### config.mk
export PLATFORM = sky130hd
export DESIGN_NAME = cand_intake
export DESIGN_NICKNAME = d
export VERILOG_FILES = /design/src/design/chess_pkg.sv /design/src/design/order_pkg.sv /design/src/design/cand_intake.sv
export VERILOG_INCLUDE_DIRS = /design/src /design/src/design
export SDC_FILE = /design/constraint.sdc
export NUM_CORES = 1
export LEC_CHECK = 0
export BUFFER_PORTS_ARGS = -buffer_cell sky130_fd_sc_hd__buf_2
export CAP_MARGIN = 10
export CORE_ASPECT_RATIO = 1.5
export CORE_UTILIZATION = 40
export DETAILED_ROUTE_END_ITERATION = 8
export PLACE_DENSITY_LB_ADDON = 0.2
export SLEW_MARGIN = 10
export SYNTH_ARGS = -nofsm -noshare
export SYNTH_HDL_FRONTEND = slang
export SYNTH_SLANG_ARGS = --single-unit
### constraint.sdc
create_clock -name clk_in -period 1.5 [get_ports clk_in]
set_input_delay 0.075 -clock clk_in [delete_from_list [all_inputs] [get_ports clk_in]]
set_output_delay 0.075 -clock clk_in [all_outputs]
set_load 0.01 [all_outputs]
### src/design/move_order_macros.svh
`ifndef MOVE_ORDER_MACROS_SVH
`define MOVE_ORDER_MACROS_SVH

// sorter capacity and the number of move slots per depth in the stack
`define MO_MAX_MOVES 32

// depth slots held in the move stack
`define MO_MAX_DEPTH 8

// the sort key has the same width as the signed evaluation
`define MO_EVAL_BITS 16

// move encoding fields
`define MO_SQ_BITS 6
`define MO_PROMO_BITS 4

`endif

### src/design/chess_pkg.sv
`include "move_order_macros.svh"

package chess_pkg;

    typedef logic [`MO_SQ_BITS-1:0] square_t;

    // from and to squares plus the promotion piece or zero for none
    typedef struct packed {
        square_t                   from_sq;
        square_t                   to_sq;
        logic [`MO_PROMO_BITS-1:0] promo;
    } move_t;

    typedef logic signed [`MO_EVAL_BITS-1:0] eval_t;

    typedef logic [$clog2(`MO_MAX_DEPTH)-1:0] depth_t;

    typedef logic [$clog2(`MO_MAX_MOVES)-1:0] move_idx_t;

    // one bit wider than an index so a full batch can be counted
    typedef logic [$clog2(`MO_MAX_MOVES+1)-1:0] move_count_t;

endpackage

### src/design/order_pkg.sv
`include "move_order_macros.svh"

package order_pkg;

    import chess_pkg::*;

    // unsigned compare of this key orders the same as signed compare of the eval
    typedef logic [`MO_EVAL_BITS-1:0] sort_key_t;

    typedef struct packed {
        move_t  move;
        eval_t  eval;
        depth_t depth;
        logic   last;
    } cand_t;

    typedef struct packed {
        move_t     move;
        sort_key_t key;
    } sort_entry_t;

    typedef struct packed {
        depth_t      depth;
        move_count_t count;
        move_t       best_move;
        eval_t       best_eval;
    } batch_done_t;

    // depth in the upper bits, so the struct doubles as the stack address
    typedef struct packed {
        depth_t    depth;
        move_idx_t idx;
    } fetch_req_t;

    typedef struct packed {
        move_t move;
    } fetch_rsp_t;

    typedef enum logic {
        SORT_FILL,
        SORT_DRAIN
    } sorter_state_t;

    function automatic sort_key_t eval_to_key(eval_t eval);
        return {~eval[`MO_EVAL_BITS-1], eval[`MO_EVAL_BITS-2:0]};
    endfunction

    function automatic eval_t key_to_eval(sort_key_t key);
        return eval_t'({~key[`MO_EVAL_BITS-1], key[`MO_EVAL_BITS-2:0]});
    endfunction

endpackage

### src/design/cand_intake.sv
`timescale 1ns/1ps

module cand_intake (
    input  logic                  clk_in,
    input  logic                  rst_in,
    input  order_pkg::cand_t      cand_in,
    input  logic                  cand_valid_in,
    input  logic                  ins_ready,
    output logic                  cand_ready_out,
    output order_pkg::sort_entry_t ins_entry,
    output chess_pkg::depth_t     ins_depth,
    output logic                  ins_last,
    output logic                  ins_valid
);
    import order_pkg::*;

    logic take;

    // the register can take a new candidate when empty or when its entry leaves
    assign cand_ready_out = !ins_valid || ins_ready;
    assign take = cand_valid_in && cand_ready_out;

    always_ff @(posedge clk_in) begin
        if (rst_in) begin
            ins_valid <= 1'b0;
        end else if (cand_ready_out) begin
            ins_valid <= cand_valid_in;
        end
    end

    // key is encoded here so the sorter compares plain unsigned values
    always_ff @(posedge clk_in) begin
        if (take) begin
            ins_entry.move <= cand_in.move;
            ins_entry.key  <= eval_to_key(cand_in.eval);
            ins_depth      <= cand_in.depth;
            ins_last       <= cand_in.last;
        end
    end

endmodule

==> summary.md <==
| Metric | Value |
|---|---|
| Ys Warns | 0 |
| Post-synthesis sequential area ratio | 96.6% |
| Syn Std Cell Area | 1140 um2 |
| Die area | 3070 um2 |
| Largest net degree at the start of global routing | 37 |
| Die Span Y | 67.4 um |
| WS Path Type | register to register |
| Worst Reg-to-Reg Cells | 2 |
| Vias per cell | 4.16 |
| First-pass GRT wire length | 3460 um |
| Crit path capture | ins_entry[21] |
| CP cell instances | nand2b_4 > and2_4 |
| Crit path time final | 1210 ps |
| Endpoints failing setup | 0 |
| Core Rows | 23 |
| Setup TNS | 0 ps |
| Post-route ant nets | 0 |
| Antenna violations before repair | 0 |
| Final Skew | 3.27 ps |
| Initial core utilization | 42.6% |
| RD Place Congestion | 0.753 |
| Synth Net Count | 82 |
| Clock Tree Root | clkbuf_8 |
| Detailed-route via count | 831 |
| Worst-skew pair later-pin latency | 280 ps |
| Top post-synthesis cells by area | edfxtp_1 (95%), dfxtp_1 (1.8%), nand2b_4 (1.2%) |
| Pleak | 0.877 nW |
| Mapped Cells | 42 |
| R2r setup slk | 290 ps |
| DR WL/cell | 12.2 um |
| HPWL after DPL | 1410 um |
| Worst Setup Start Kind | register |
| Worst slew margin | 70.1% |
| Slowest-stage cell, CP | and2_4 |
| Grt ovf | 0 |
| Post-route DRC violation count | 0 |
| Port Buffers | 77 |
| Crit-path max FO | 36 |
| Wirelength, routed | 2450 um |
| Max stage delay on crit path | 430 ps |
| FF+latch count, synth | 37 |
| CP Data Required Time | 1430 ps |
| MaxCap Viol Count | 0 |
| Synth top area share | 94.8% |
| N_diodes | 0 |
| Ports | 78 |
| HP Class | primary input to register |
| Fin util | 75.2% |
| Crit path from | ins_valid |
| Final period util | 80.6% |
| Critical Path AT | 1140 ps |
| Vias in the first global route | 812 |
| Mean Syn Cell Area | 27.1 um2 |
| Fin. max-slew vios | 0 |
| Worst-Margin Slew | 449 ps |
| Post-synth top area cell | edfxtp_1 |
| Die W | 45.6 um |
| Setup crit end kind | register |
| Launch point of the worst reg-to-reg path | ins_valid |
| Peak Freq | 827 MHz |
| Overall routing resource usage | 16.6% |
| Pwr/cell area | 1040 nW/um2 |
| VDD IR max | 0.000925 V |
| TritonCTS clock tree | yes |
| Share of cells above drive strength 1 | 52.8% |
| Area of the core | 2680 um2 |
| Cts repair resizes | 0 |
| H-Tree Depth | 2 |
| Drt pass-1 iters | 3 |
| Layout Nets | 202 |
| Max clock buf depth | 2 |
| Iteration-0 DRC Markers | 20 |
| Synthesis-to-finish area growth | 76.6% |
| Distinct cells, synth | 6 |
| Clock-pin slew on the worst setup and hold paths | 70 ps |
| Reg2reg end | ins_entry[21] |
| Clk sink count | 37 |
| Cts bufs inserted | 5 |
| Post-CTS Setup Repair Bufs | 0 |
| Status | complete, no violations |
| Final hold vios | 0 |
| Unrepaired setup endpoints after global routing | no |
[metrics by stage]
step	setup slack, ps	power, mW	std cells	cell area (um2)	hold slack (ps)
2_1_floorplan	335	1.30	42	1140	137
3_3_place_gp	329	1.41	156	1570	237
3_5_place_dp	291	1.41	156	1570	240
4_1_cts	286	2.10	200	2010	28.0
5_1_grt	237	2.17	200	2010	35.7
6_report	291	2.08	200	2010	34.9
[flip-flops by register name, indices dropped and copies added (netlist names)]
name / flops
ins_last: 1
ins_depth: 3
ins_valid: 1
ins_entry: 32
[critical path, delay by kind of cell, from the launching register on]
family	cells	cell delay [ps]
AND/OR/NAND/NOR	2	510
flip-flops	1	330
[cells in the final DEF, fill, tap and decap left out]
master / instances
buf_2: 77
dlygate4sd3_1: 36
edfxtp_1: 36
clkbuf_8: 5
inv_1: 2
clkinv_1: 2
nand2b_4: 1
a21oi_2: 1
and2_4: 1
clkinv_2: 1
dfxtp_1: 1
[worst min-delay path by stage]
stage                        startpoint       endpoint  depth (start not counted)
after detailed placement         rst_in      ins_valid                          2
after CTS                   cand_in[19]  ins_entry[15]                          2
after global placement           rst_in      ins_valid                          2
after floorplan                  rst_in      ins_valid                          1
after global routing      cand_valid_in      ins_valid                          3
final                       cand_in[19]  ins_entry[15]                          2
[routing by layer]
metal | GRT usage [%] | wire [um]
met1 | 16.9 | 883
met2 | 29.5 | 1330
met3 | 6.68 | 205
met4 | 5.68 | 26
met5 | 0 | 0
[cells by family (layout without fill, tap and decap cells)]
group,after synthesis,after routing,share of synthesized area (%)
buffers and inverters,2,123,0.659
AND/OR/NAND/NOR,2,2,1.98
flip-flops,37,37,96.6
AO/OA/AOI/OAI,1,1,0.769
[Yosys cell counts]
master,count
nand2b_4,1
and2_4,1
edfxtp_1,36
dfxtp_1,1
inv_1,2
a21oi_2,1
[report_power, final]
group	internal, mW	total, mW	switching [mW]
clock	0.312	0.621	0.309
combinational	0.139	0.242	0.103
sequential	1.21	1.22	0.0146
total	1.66	2.08	0.427
[layout make-up]
cell class	instances	area (um2)
Inverter	2	7.51
Clock inverter	3	12.5
Sequential cell	37	1100
Tap cell	37	46.3
Multi-Input combinational cell	3	31.3
Timing Repair Buffer	113	746
Fill cell	170	663
Clock buffer	5	68.8
[what timing repair did]
action                                  in CTS  in global routing
endpoints found under the hold margin       36                  0
endpoints found under the setup margin       0                  0
hold buffers                                36                  0
Power figures use the tool's default switching activity.
