<file path="src/design/move_order_macros.svh">
`ifndef MOVE_ORDER_MACROS_SVH
`define MOVE_ORDER_MACROS_SVH

// sorter capacity and the number of move slots per depth in the stack
`define MO_MAX_MOVES 32

// depth slots held in the move stack
`define MO_MAX_DEPTH 8

// the sort key has the same width as the signed evaluation
`define MO_EVAL_BITS 16

// move encoding fields
`define MO_SQ_BITS 6
`define MO_PROMO_BITS 4

`endif

</file>
<file path="src/design/chess_pkg.sv">
`include "move_order_macros.svh"

package chess_pkg;

    typedef logic [`MO_SQ_BITS-1:0] square_t;

    // from and to squares plus the promotion piece or zero for none
    typedef struct packed {
        square_t                   from_sq;
        square_t                   to_sq;
        logic [`MO_PROMO_BITS-1:0] promo;
    } move_t;

    typedef logic signed [`MO_EVAL_BITS-1:0] eval_t;

    typedef logic [$clog2(`MO_MAX_DEPTH)-1:0] depth_t;

    typedef logic [$clog2(`MO_MAX_MOVES)-1:0] move_idx_t;

    // one bit wider than an index so a full batch can be counted
    typedef logic [$clog2(`MO_MAX_MOVES+1)-1:0] move_count_t;

endpackage

</file>
<file path="src/design/order_pkg.sv">
`include "move_order_macros.svh"

package order_pkg;

    import chess_pkg::*;

    // unsigned compare of this key orders the same as signed compare of the eval
    typedef logic [`MO_EVAL_BITS-1:0] sort_key_t;

    typedef struct packed {
        move_t  move;
        eval_t  eval;
        depth_t depth;
        logic   last;
    } cand_t;

    typedef struct packed {
        move_t     move;
        sort_key_t key;
    } sort_entry_t;

    typedef struct packed {
        depth_t      depth;
        move_count_t count;
        move_t       best_move;
        eval_t       best_eval;
    } batch_done_t;

    // depth in the upper bits, so the struct doubles as the stack address
    typedef struct packed {
        depth_t    depth;
        move_idx_t idx;
    } fetch_req_t;

    typedef struct packed {
        move_t move;
    } fetch_rsp_t;

    typedef enum logic {
        SORT_FILL,
        SORT_DRAIN
    } sorter_state_t;

    function automatic sort_key_t eval_to_key(eval_t eval);
        return {~eval[`MO_EVAL_BITS-1], eval[`MO_EVAL_BITS-2:0]};
    endfunction

    function automatic eval_t key_to_eval(sort_key_t key);
        return eval_t'({~key[`MO_EVAL_BITS-1], key[`MO_EVAL_BITS-2:0]});
    endfunction

endpackage

</file>
<file path="src/design/move_stack_ram.sv">
`timescale 1ns/1ps
`include "move_order_macros.svh"

module move_stack_ram (
    input  logic                  clk_in,
    input  logic                  rst_in,
    input  logic                  wr_valid,
    input  order_pkg::fetch_req_t wr_addr,
    input  chess_pkg::move_t      wr_move,
    input  order_pkg::fetch_req_t fetch_in,
    input  logic                  fetch_valid_in,
    output order_pkg::fetch_rsp_t fetch_out,
    output logic                  fetch_valid_out
);
    import chess_pkg::*;

    localparam int DEPTH = `MO_MAX_DEPTH * `MO_MAX_MOVES;

    move_t      mem [DEPTH];
    move_t      rd_q;
    logic [1:0] valid_pipe;

    // depth and index concatenated form the word address
    always_ff @(posedge clk_in) begin
        if (wr_valid) begin
            mem[wr_addr] <= wr_move;
        end
    end

    // nonblocking read beside the write gives read-first behavior
    always_ff @(posedge clk_in) begin
        if (fetch_valid_in) begin
            rd_q <= mem[fetch_in];
        end
        if (valid_pipe[0]) begin
            fetch_out.move <= rd_q;
        end
    end

    always_ff @(posedge clk_in) begin
        if (rst_in) begin
            valid_pipe <= 2'b00;
        end else begin
            valid_pipe <= {valid_pipe[0], fetch_valid_in};
        end
    end

    assign fetch_valid_out = valid_pipe[1];

endmodule

</file>
<file path="config.mk">
export PLATFORM = sky130hd
export DESIGN_NAME = move_stack_ram
export DESIGN_NICKNAME = d
export VERILOG_FILES = /design/src/design/chess_pkg.sv /design/src/design/order_pkg.sv /design/src/design/move_stack_ram.sv
export VERILOG_INCLUDE_DIRS = /design/src /design/src/design
export SDC_FILE = /design/constraint.sdc
export NUM_CORES = 2
export LEC_CHECK = 0
export BUFFER_PORTS_ARGS = -buffer_cell sky130_fd_sc_hd__buf_2
export CORE_MARGIN = 2
export CORE_UTILIZATION = 55
export CTS_CLUSTER_SIZE = 40
export DETAILED_ROUTE_END_ITERATION = 16
export HOLD_SLACK_MARGIN = 0.03
export PLACE_DENSITY = 0.81
export REMOVE_ABC_BUFFERS = 1
export SYNTH_ARGS = -nofsm -noshare
export SYNTH_HDL_FRONTEND = slang
export SYNTH_SLANG_ARGS = --single-unit
</file>
<file path="constraint.sdc">
create_clock -name clk_in -period 2.6 [get_ports clk_in]
set_clock_uncertainty 0.2 [all_clocks]
set_input_delay 0.26 -clock clk_in [delete_from_list [all_inputs] [get_ports clk_in]]
set_output_delay 0.26 -clock clk_in [all_outputs]
set_load 0.02 [all_outputs]
</file>
==> results by group <==
Run status
  • Run status: finished, violations left
  • Failing checks: negative setup slack

Detailed routing
  • Drt initial violations: 16.5k
  • Final WL: 477 mm
  • Vias per cell: 7.01
  • WL/cell: 37.5 µm
  • Via count: 89.2k
  • # DRC: 0
  • Antenna-violating nets left: 0
  • Wire length on met2: 223 mm
  • Top Metal Used: met5
  • First-pass DRT Iterations: 12
  • M1 WL: 152 mm
  • Routed met3 length: 68.5 mm

Worst hold path
  • Hold WC Path Type: in2reg

Die
  • Die Width: 542 µm
  • Row Count: 197
  • Core ar.: 288,000 µm²
  • DIE AREA: 294,000 µm²
  • Chip height: 542 µm
  • Starting Density: 55.3%
  • Io pins: 53

Timing
  • RSZ-0062 raised after global routing: true
  • Final TNS setup: -3.03 ns
  • Slew HR: 31.7%
  • Worst hold slack: 0.107 ns
  • Final setup viols: 16
  • Tmin final: 2.93 ns
  • Final Hold Fails: 0
  • Slew Viols, Final: 0
  • Slew @ Worst Pin: 1.02 ns
  • Max Fclk: 342 MHz
  • Period utilization: 113%
  • Final setup margin: -0.327 ns

Layout
  • Commonest non-fill, non-tap cells in the layout: edfxtp_1, buf_4, mux4_2, mux2i_1, clkbuf_16
  • Final Util: 65.3%
  • Post-Layout Cell Count: 12.7k
  • Area grow syn2layout: 18.0%
  • Layout cells sized above 1: 30.5%
  • Most common cell after layout, fill and taps aside: edfxtp_1
  • Final Cell Area: 188,000 µm²
  • Fin nets: 8,653

Yosys
  • Seq cells post-synth: 4,130
  • Syn avg cell area: 21.5 µm²
  • Synth cell types: 47
  • Register area share after synthesis: 77.8%
  • Yosys Warn Count: 0
  • Post-Syn Instances: 7,411
  • Post-synthesis cell area: 159,000 µm²

Setup path
  • CP Data Arrival Time: 3.36 ns
  • Worst path max stage delay: 0.62 ns
  • Top delay family on crit path: multiplexers
  • Critical Path RT: 3.04 ns
  • Critical-path cell list: mux4_2, mux4_2, a22o_4, o32ai_4, buf_6, nor4_2
  • Slowest CP cell: mux4_2
  • CP endpoint kind: register
  • Worst Setup Start Kind: register
  • Most Frequent Cell on Critical Path: mux4_2
  • Critical path buffers and inverters: 1
  • WS Path Type: reg2reg
  • Crit path max fanout: 1

Clocking
  • Clk_lat worst skew: 0.96 ns
  • Bufs on Longest Clock Path: 4
  • Clock Sinks: 4,130
  • H-tree depth: 5
  • TritonCTS clock tree: done
  • Worst-path clk slew: 0.08 ns
  • TritonCTS Buffers: 391
  • CTS root buffer: clkbuf_16

Power
  • Comb power frac: 6.2%
  • Sw Share: 22.0%
  • Sequential share of power: 52.9%
  • Clock share of power: 41.0%
  • PwrDens: 740 nW/µm²
  • Leakage power: 61.6 nW
  • Internal Power: 108 mW
  • Switching Power: 30.7 mW
  • VDD IR max: 0.585 mV

Placed design
  • Placed Area: 174,000 µm²
  • Placed Cells: 12.0k
  • Placer Congestion: 0.959
  • # port buffers: 52
  • DP HPWL: 272 mm

Global route
  • Overflow after GRT: 0
  • Number of global-route vias before repair: 88.9k
  • Initial antenna violation count: 27
  • Tot GR Track Use: 32.2%
  • Largest net degree at the start of global routing: 95
  • First-pass GRT wire length: 669 mm

Run
  • Maximum Capacitance Violations: 0
## sequential cells by signal, indices dropped and copies added (netlist names)
name and cells:
valid_pipe 2, mem 4096, fetch_out 16, rd_q 16
## cell usage after synthesis, drive strengths merged
cell / count / area [µm²]
or2: 2 / 12.5
buf: 206 / 1680
nor4b: 1 / 8.76
clkbuf: 248 / 931
or3b: 1 / 8.76
edfxtp: 4128 / 124000
mux2: 61 / 687
nor4bb: 4 / 40.0
nand3: 28 / 140
and4b: 2 / 20.0
and2: 3 / 18.8
mux4: 781 / 17600
nand4: 26 / 163
nor4: 20 / 125
or3: 3 / 18.8
a22oi: 18 / 135
a22o: 32 / 280
clkinv: 1 / 3.75
nand2b: 4 / 25.0
a21oi: 200 / 1000
nor2: 279 / 1050
o21bai: 3 / 22.5
nand2: 31 / 116
a221oi: 23 / 201
nor3: 111 / 556
a311oi: 2 / 17.5
o32ai: 15 / 131
and3: 11 / 68.8
o31ai: 15 / 113
o221ai: 256 / 2240
nor2b: 13 / 81.3
a211oi: 12 / 90.1
dfxtp: 2 / 40.0
mux2i: 632 / 6330
and4: 1 / 8.76
o211ai: 10 / 75.1
nand4b: 2 / 17.5
inv: 3 / 11.3
o22ai: 172 / 1080
o21ai: 38 / 190
a31oi: 11 / 68.8
## worst paths after layout
path,slack (ns),startpoint,cells past startpoint,endpoint
worst min-delay path,0.11,wr_move[3],2,mem[57][3]
worst min register to register,0.27,rd_q[13],0,fetch_out[13]
worst max register to register,-0.33,mem[155][15],6,rd_q[15]
worst max-delay path,-0.33,mem[155][15],6,rd_q[15]
## cell type report
class                   count  area (µm²)
inverters                   4        27.5
clock buffers             464       10200
flip-flops and latches   4130      124000
clock inverters           235        2260
multi-input cells        2823       33600
repair buffers           1267       13200
diodes                     19        47.5
fillers                 16900      100000
well taps                3781        4730
## routing by layer
| layer | global-route usage [%] | up-vias |
|---|---|---|
| li1 | - | 33900 |
| met1 | 40.9 | 45300 |
| met2 | 49.7 | 8279 |
| met3 | 9.09 | 1668 |
| met4 | 19.3 | 28 |
| met5 | 0 | - |
## power by group through the flow
stage	Sequential (mW)	Clock [mW]	Combinational [mW]
final	73.5	57.0	8.58
after global routing	73.5	59.2	8.70
after CTS	73.5	56.8	8.19
after detailed placement	75.0	0	7.78
after global placement	74.9	0	7.54
after floorplan	74.9	0	2.70
## metrics by stage
| step | worst slack, ns | power (mW) |
|---|---|---|
| 2_1_floorplan | -4.80 | 77.6 |
| 3_3_place_gp | -1.31 | 82.5 |
| 3_5_place_dp | -1.43 | 82.7 |
| 4_1_cts | -0.201 | 138 |
| 5_1_grt | -0.321 | 141 |
| 6_report | -0.327 | 139 |
## cell families (layout without fill, tap and decap cells)
kind of cell / count (synthesis) / count (layout) / share of synthesized area (%)
AOI/OAI and AO/OA: 807 / 807 / 3.54
buffers and inverters: 458 / 1970 / 1.65
DFF: 4130 / 4130 / 77.8
muxes: 1474 / 1474 / 15.4
other: 0 / 19 / 0
and+or+nand+nor: 542 / 542 / 1.55
## timing repair
action / 4_1_cts / 5_1_grt
hold endpoints to repair: 4241 / 0
endpoints found under the setup margin: 16 / 16
resized for setup: 122 / 33
setup buffers: 0 / 0
gates cloned: 2 / 1
pin swaps: 23 / 15
hold buffers: 29 / 0
No activity file was read; power rests on OpenSTA's default activity.
