==> src/design/move_order_macros.svh <==
`ifndef MOVE_ORDER_MACROS_SVH
`define MOVE_ORDER_MACROS_SVH

// sorter capacity and the number of move slots per depth in the stack
`define MO_MAX_MOVES 32

// depth slots held in the move stack
`define MO_MAX_DEPTH 8

// the sort key has the same width as the signed evaluation
`define MO_EVAL_BITS 16

// move encoding fields
`define MO_SQ_BITS 6
`define MO_PROMO_BITS 4

`endif

==> src/design/chess_pkg.sv <==
`include "move_order_macros.svh"

package chess_pkg;

    typedef logic [`MO_SQ_BITS-1:0] square_t;

    // from and to squares plus the promotion piece or zero for none
    typedef struct packed {
        square_t                   from_sq;
        square_t                   to_sq;
        logic [`MO_PROMO_BITS-1:0] promo;
    } move_t;

    typedef logic signed [`MO_EVAL_BITS-1:0] eval_t;

    typedef logic [$clog2(`MO_MAX_DEPTH)-1:0] depth_t;

    typedef logic [$clog2(`MO_MAX_MOVES)-1:0] move_idx_t;

    // one bit wider than an index so a full batch can be counted
    typedef logic [$clog2(`MO_MAX_MOVES+1)-1:0] move_count_t;

endpackage

==> src/design/order_pkg.sv <==
`include "move_order_macros.svh"

package order_pkg;

    import chess_pkg::*;

    // unsigned compare of this key orders the same as signed compare of the eval
    typedef logic [`MO_EVAL_BITS-1:0] sort_key_t;

    typedef struct packed {
        move_t  move;
        eval_t  eval;
        depth_t depth;
        logic   last;
    } cand_t;

    typedef struct packed {
        move_t     move;
        sort_key_t key;
    } sort_entry_t;

    typedef struct packed {
        depth_t      depth;
        move_count_t count;
        move_t       best_move;
        eval_t       best_eval;
    } batch_done_t;

    // depth in the upper bits, so the struct doubles as the stack address
    typedef struct packed {
        depth_t    depth;
        move_idx_t idx;
    } fetch_req_t;

    typedef struct packed {
        move_t move;
    } fetch_rsp_t;

    typedef enum logic {
        SORT_FILL,
        SORT_DRAIN
    } sorter_state_t;

    function automatic sort_key_t eval_to_key(eval_t eval);
        return {~eval[`MO_EVAL_BITS-1], eval[`MO_EVAL_BITS-2:0]};
    endfunction

    function automatic eval_t key_to_eval(sort_key_t key);
        return eval_t'({~key[`MO_EVAL_BITS-1], key[`MO_EVAL_BITS-2:0]});
    endfunction

endpackage

==> src/design/insertion_sorter.sv <==
`timescale 1ns/1ps
`include "move_order_macros.svh"

module insertion_sorter #(
    parameter int MAX_LEN = `MO_MAX_MOVES
) (
    input  logic                   clk_in,
    input  logic                   rst_in,
    input  order_pkg::sort_entry_t ins_entry,
    input  chess_pkg::depth_t      ins_depth,
    input  logic                   ins_last,
    input  logic                   ins_valid,
    output logic                   ins_ready,
    output logic                   wr_valid,
    output order_pkg::fetch_req_t  wr_addr,
    output chess_pkg::move_t       wr_move,
    output order_pkg::batch_done_t done_out,
    output logic                   done_valid_out
);
    import chess_pkg::*;
    import order_pkg::*;

    sorter_state_t state;
    sort_entry_t   arr      [MAX_LEN];
    sort_entry_t   next_arr [MAX_LEN];
    logic          key_ge   [MAX_LEN];
    move_count_t   count;
    move_count_t   next_count;
    move_idx_t     wr_idx;
    depth_t        batch_depth;
    logic          accept;

    assign ins_ready = (state == SORT_FILL);
    assign accept    = ins_valid && ins_ready;

    // the array is kept sorted, so the slots with key_ge set form a prefix
    always_comb begin
        for (int i = 0; i < MAX_LEN; i++) begin
            key_ge[i] = (move_count_t'(i) < count) && (arr[i].key >= ins_entry.key);
        end
    end

    // the newcomer lands right after the last entry that ranks at least as high
    always_comb begin
        next_arr[0] = key_ge[0] ? arr[0] : ins_entry;
        for (int i = 1; i < MAX_LEN; i++) begin
            if (key_ge[i]) begin
                next_arr[i] = arr[i];
            end else if (key_ge[i-1]) begin
                next_arr[i] = ins_entry;
            end else begin
                next_arr[i] = arr[i-1];
            end
        end
    end

    // when full, the entry pushed off the tail is simply lost
    assign next_count = (count == move_count_t'(MAX_LEN)) ? count : count + 1'b1;

    assign wr_valid     = (state == SORT_DRAIN) && (count != '0);
    assign wr_addr.depth = batch_depth;
    assign wr_addr.idx   = wr_idx;
    assign wr_move       = arr[0].move;

    always_ff @(posedge clk_in) begin
        if (rst_in) begin
            state          <= SORT_FILL;
            count          <= '0;
            wr_idx         <= '0;
            done_valid_out <= 1'b0;
        end else begin
            done_valid_out <= 1'b0;
            case (state)
                SORT_FILL: begin
                    if (accept) begin
                        count <= next_count;
                        if (ins_last) begin
                            state  <= SORT_DRAIN;
                            wr_idx <= '0;
                        end
                    end
                end
                SORT_DRAIN: begin
                    wr_idx <= wr_idx + 1'b1;
                    if (count <= move_count_t'(1)) begin
                        state          <= SORT_FILL;
                        count          <= '0;
                        done_valid_out <= 1'b1;
                    end else begin
                        count <= count - 1'b1;
                    end
                end
                default: begin
                    state <= SORT_FILL;
                end
            endcase
        end
    end

    always_ff @(posedge clk_in) begin
        if (accept) begin
            arr         <= next_arr;
            batch_depth <= ins_depth;
            // summary is taken from the array as it will stand when draining starts
            if (ins_last) begin
                done_out.depth     <= ins_depth;
                done_out.count     <= next_count;
                done_out.best_move <= next_arr[0].move;
                done_out.best_eval <= key_to_eval(next_arr[0].key);
            end
        end else if (state == SORT_DRAIN) begin
            for (int i = 0; i < MAX_LEN - 1; i++) begin
                arr[i] <= arr[i+1];
            end
        end
    end

endmodule

==> config.mk <==
export PLATFORM = sky130hd
export DESIGN_NAME = insertion_sorter
export DESIGN_NICKNAME = d
export VERILOG_FILES = /design/src/design/chess_pkg.sv /design/src/design/order_pkg.sv /design/src/design/insertion_sorter.sv
export VERILOG_INCLUDE_DIRS = /design/src /design/src/design
export SDC_FILE = /design/constraint.sdc
export NUM_CORES = 2
export LEC_CHECK = 0
export BUFFER_PORTS_ARGS = -buffer_cell sky130_fd_sc_hd__buf_2
export CORE_MARGIN = 2
export CORE_UTILIZATION = 35
export CTS_BUF_LIST = sky130_fd_sc_hd__clkbuf_8
export CTS_CLUSTER_DIAMETER = 80
export DETAILED_ROUTE_END_ITERATION = 8
export GPL_TIMING_DRIVEN = 0
export HOLD_SLACK_MARGIN = 0.08
export SLEW_MARGIN = 20
export SYNTH_ARGS = -nofsm -noshare
export SYNTH_HDL_FRONTEND = slang
export SYNTH_SLANG_ARGS = --single-unit
export TNS_END_PERCENT = 1
==> constraint.sdc <==
create_clock -name clk_in -period 6.2 [get_ports clk_in]
set_input_delay 0.62 -clock clk_in [delete_from_list [all_inputs] [get_ports clk_in]]
set_output_delay 0.62 -clock clk_in [all_outputs]
set_load 0.02 [all_outputs]
==> impl_results.md <==
* Final setup TNS at 0 ns
* 1st-iter DRT viols at ~8500
* Port-buffer cells at 75
* Worst min-delay path startpoint: ins_entry[29]
* Initial core utilization at 35.16%
* CTS tree: done
* Largest family of logic cells by synthesized area: compound AO/OA/AOI/OAI gates
* Initial antenna violation count at 19
* Cells after Synth at 6608
* DR WL/cell at 29.43 um
* Clk_skew at roughly 0.064 ns
* Max FO, Critical Path at 32
* Post-synthesis cell area at 65960 um2
* Layout area overhead at 12.22%
* Worst r2r src: state$_SDFF_PP0_
* Buffer levels on the longest clock path at 3
* # nets final at between 7000 and 8000
* H-tree levels at 4
* Crit path required time at 6.76 ns
* XOR/XNOR Fraction of Synth Area at 0.05311%
* Number of fill cells in the layout at about 18000
* Pwr/cell area at ~310 nW/um2
* Share of layout cells above drive strength 1 at between 9 and 10%
* Fin. Hold Viols at 0
* Global-route wire length before repair at roughly 400000 um
* Mean Syn Cell Area at ~10 um2
* Post-layout util at about two fifths
* Top FF cell, synth: edfxtp_1
* Max Freq at between 150 and 200 MHz
* Die footprint at ~190000 um2
* Drt total wl at roughly 280000 um
* WP data arrival at about 6 ns
* Sequential cell area fraction in the yosys report at between 40% and 50%
* Unique masters post-synth at 68
* TritonCTS Sinks at roughly 1100
* Pre-CTS setup slack at roughly 0.099 ns
* Largest cells by area after synthesis: edfxtp_1, ha_1, a21oi_1, o21ai_0, a31oi_1
* Relative slew slack at approximately 15%
* DRC viols at 0
* Die height at around 440 um
* Status: finished clean
* Mux cell area share after synthesis at between 4 and 5%
* Final period utilization at between 80% and 90%
* Leakage power at about 28 nW
* CORE AREA at approximately 190000 um2
* Vias in the first global route at between 50000 and 60000
* Multi-input logic area at between 30000 and 40000 um2
* Global route overflow at 0
* Yosys top cell area share at roughly half
* Synth Area in Compound Gates at about 22%
* Worst-Skew Late Latency at 1.00 ns
* Max Slew Vio Count at 0
* Flops & latches, synth at 1081
* Async S/R FF share, synth at 0%
* Pre-Repair DR Iteration Count at 6
* Synth Warn # at 0
* Clock transition at the registers of the reported paths at ~0.060 ns
* Largest net degree at the start of global routing at 34
* Worst Hold Class: primary input to register
* Total number of vias at ~59000
* Setup crit end kind: register
* Root Driver: clkbuf_8
* Routed Antenna Nets at 0
* Site row count at 159
* Ports at ~110
* Mapped Nets at 7163
* TritonCTS buffer count at approximately 190
* Setup crit start: ins_entry[10]
* Period minus WS final at between 5 and 6 ns
* FF/Latch Area at about 32000 um2
* Final WS setup at ~0.8 ns
* Max-Cap Viols at 0
* Post-Synth Adder-Cell Area at under 10%
* Worst-Margin Slew at between 1 and 1.5 ns
* Final HPWL from detailed placement at ~220000 um
* Worst setup SP type: primary input
* GP Congestion at about 1.0
* GRT Overall Usage at between 20% and 30%
* Via density at slightly above 6
* Area leader, netlist: edfxtp_1
* Number of flops mapped to enable cells by yosys at ~1100
* Synth Area in Simple Gates at 9.154%
* Total power at 0.02274 W
* Worst Setup Path Type: primary input to register
* Die width at roughly 440 um
* WHS at 0.3349 ns
* RSZ-0062 raised after global routing: no
* Peak supply drop at 0.2103 mV
* Final setup viols at 0
-- cells in the final DEF, fill, tap and decap left out, drive strengths merged, types with 13 or more instances in the layout --
master      n
dfxtp      13
edfxtp   1068
nand3      38
clkbuf    663
o21ai     617
a21o       59
mux2       94
and3       13
o221ai    192
mux2i     194
nand2b     32
clkinv     57
a22oi     110
a31oi     406
a31o       32
nor2b      15
a2111oi    14
a211oi     31
a21oi     834
o21a       37
inv       335
buf       231
nor3       21
nand2     629
nor2      584
ha        516
nand4      78
a22o       33
-- area by class of cell --
type | count | share of cell area, %
multi-input combinational | 4692 | 41.12
tap | 2495 | 4.217
inverter | 250 | 1.278
timing repair buffer | 119 | 1.697
clock inverter | 146 | 1.001
buffer | 585 | 3.357
clock buffer | 195 | 3.626
antenna | 8 | 0.02705
sequential | 1081 | 43.68
-- metrics by stage --
step                std cells  cell area, um2
finish                   9571           74020
global route             9567           74010
CTS                      9560           73950
detailed placement       9214           70480
global placement         9178           69460
floorplan                6608           65960
-- final timing paths --
| kind | to | slack, ns | cells past startpoint |
|---|---|---|---|
| setup / recovery | arr[98]$_DFFE_PP_ | 0.80 | 12 |
| hold / removal | arr[413]$_DFFE_PP_ | 0.33 | 3 |
| setup reg to reg | arr[29]$_DFFE_PP_ | 1.11 | 9 |
| hold reg to reg | wr_idx[4]$_SDFFE_PP0P_ | 0.48 | 2 |
-- sequential cells by signal, summed over array words and instances, names as in the netlist, named ones only --
| name | cells |
|---|---|
| state | 1 |
| count | 6 |
| wr_idx | 5 |
| done_valid_out | 1 |
| arr | 1007 |
| batch_depth | 3 |
| done_out | 41 |
| wr_move | 16 |
-- synth_stat cells, types with 21 or more instances --
| cell | instances |
|---|---|
| nand2b_1 | 31 |
| nor2_1 | 584 |
| a211oi_1 | 31 |
| ha_1 | 516 |
| nand4_1 | 78 |
| nand2_1 | 629 |
| mux2_2 | 73 |
| nand3_1 | 38 |
| buf_1 | 29 |
| edfxtp_1 | 1068 |
| buf_2 | 51 |
| o221ai_1 | 192 |
| a22o_1 | 33 |
| a31o_2 | 32 |
| a21o_1 | 59 |
| buf_4 | 22 |
| o21a_1 | 37 |
| clkbuf_1 | 468 |
| a31oi_1 | 406 |
| o21ai_0 | 590 |
| a22oi_1 | 110 |
| mux2i_1 | 194 |
| nor3_1 | 21 |
| mux2_4 | 21 |
| a21oi_1 | 831 |
| inv_1 | 249 |
| o21ai_1 | 27 |
-- repair_timing --
action | CTS | global route
hold buffers | 5 | 0
resized for setup | 0 | 0
buffers inserted | 0 | 0
setup endpoints to repair | 0 | 0
hold endpoints to repair | 15 | 0
-- logic make-up after synthesis --
logic type | Yosys count
AO/OA/AOI/OAI | 2431
XOR/XNOR | 4
adder cells (fa/ha/maj) | 516
buffers and inverters | 835
flip-flops | 1081
multiplexers | 288
AND/OR/NAND/NOR | 1453
-- power breakdown --
part	switching (W)	total, W	internal (W)
clock network	0.00343	0.00645	0.00302
logic	0.00395	0.00582	0.00187
registers	0.000946	0.0105	0.00952
-- critical path: stages --
cell and delay [ns]:
clkbuf_1 0.84, clkbuf_2 0.75, inv_2 0.51, buf_16 0.31, ha_1 0.35, a21o_1 0.19
o211ai_1 0.16, o211ai_1 0.14, a41oi_1 0.76, clkbuf_1 0.38, o21ai_0 0.17, nand2_2 0.68
-- metal layers --
metal  global-route usage, %  up-vias  routed length, um
met5                       0        -                 13
met1                   37.16    28786             109800
met2                   44.07     3839             124400
met4                   13.32        2              14940
met3                   6.478      662              32510
li1                        -    25671                  -
(Power assumes the default switching activity.)
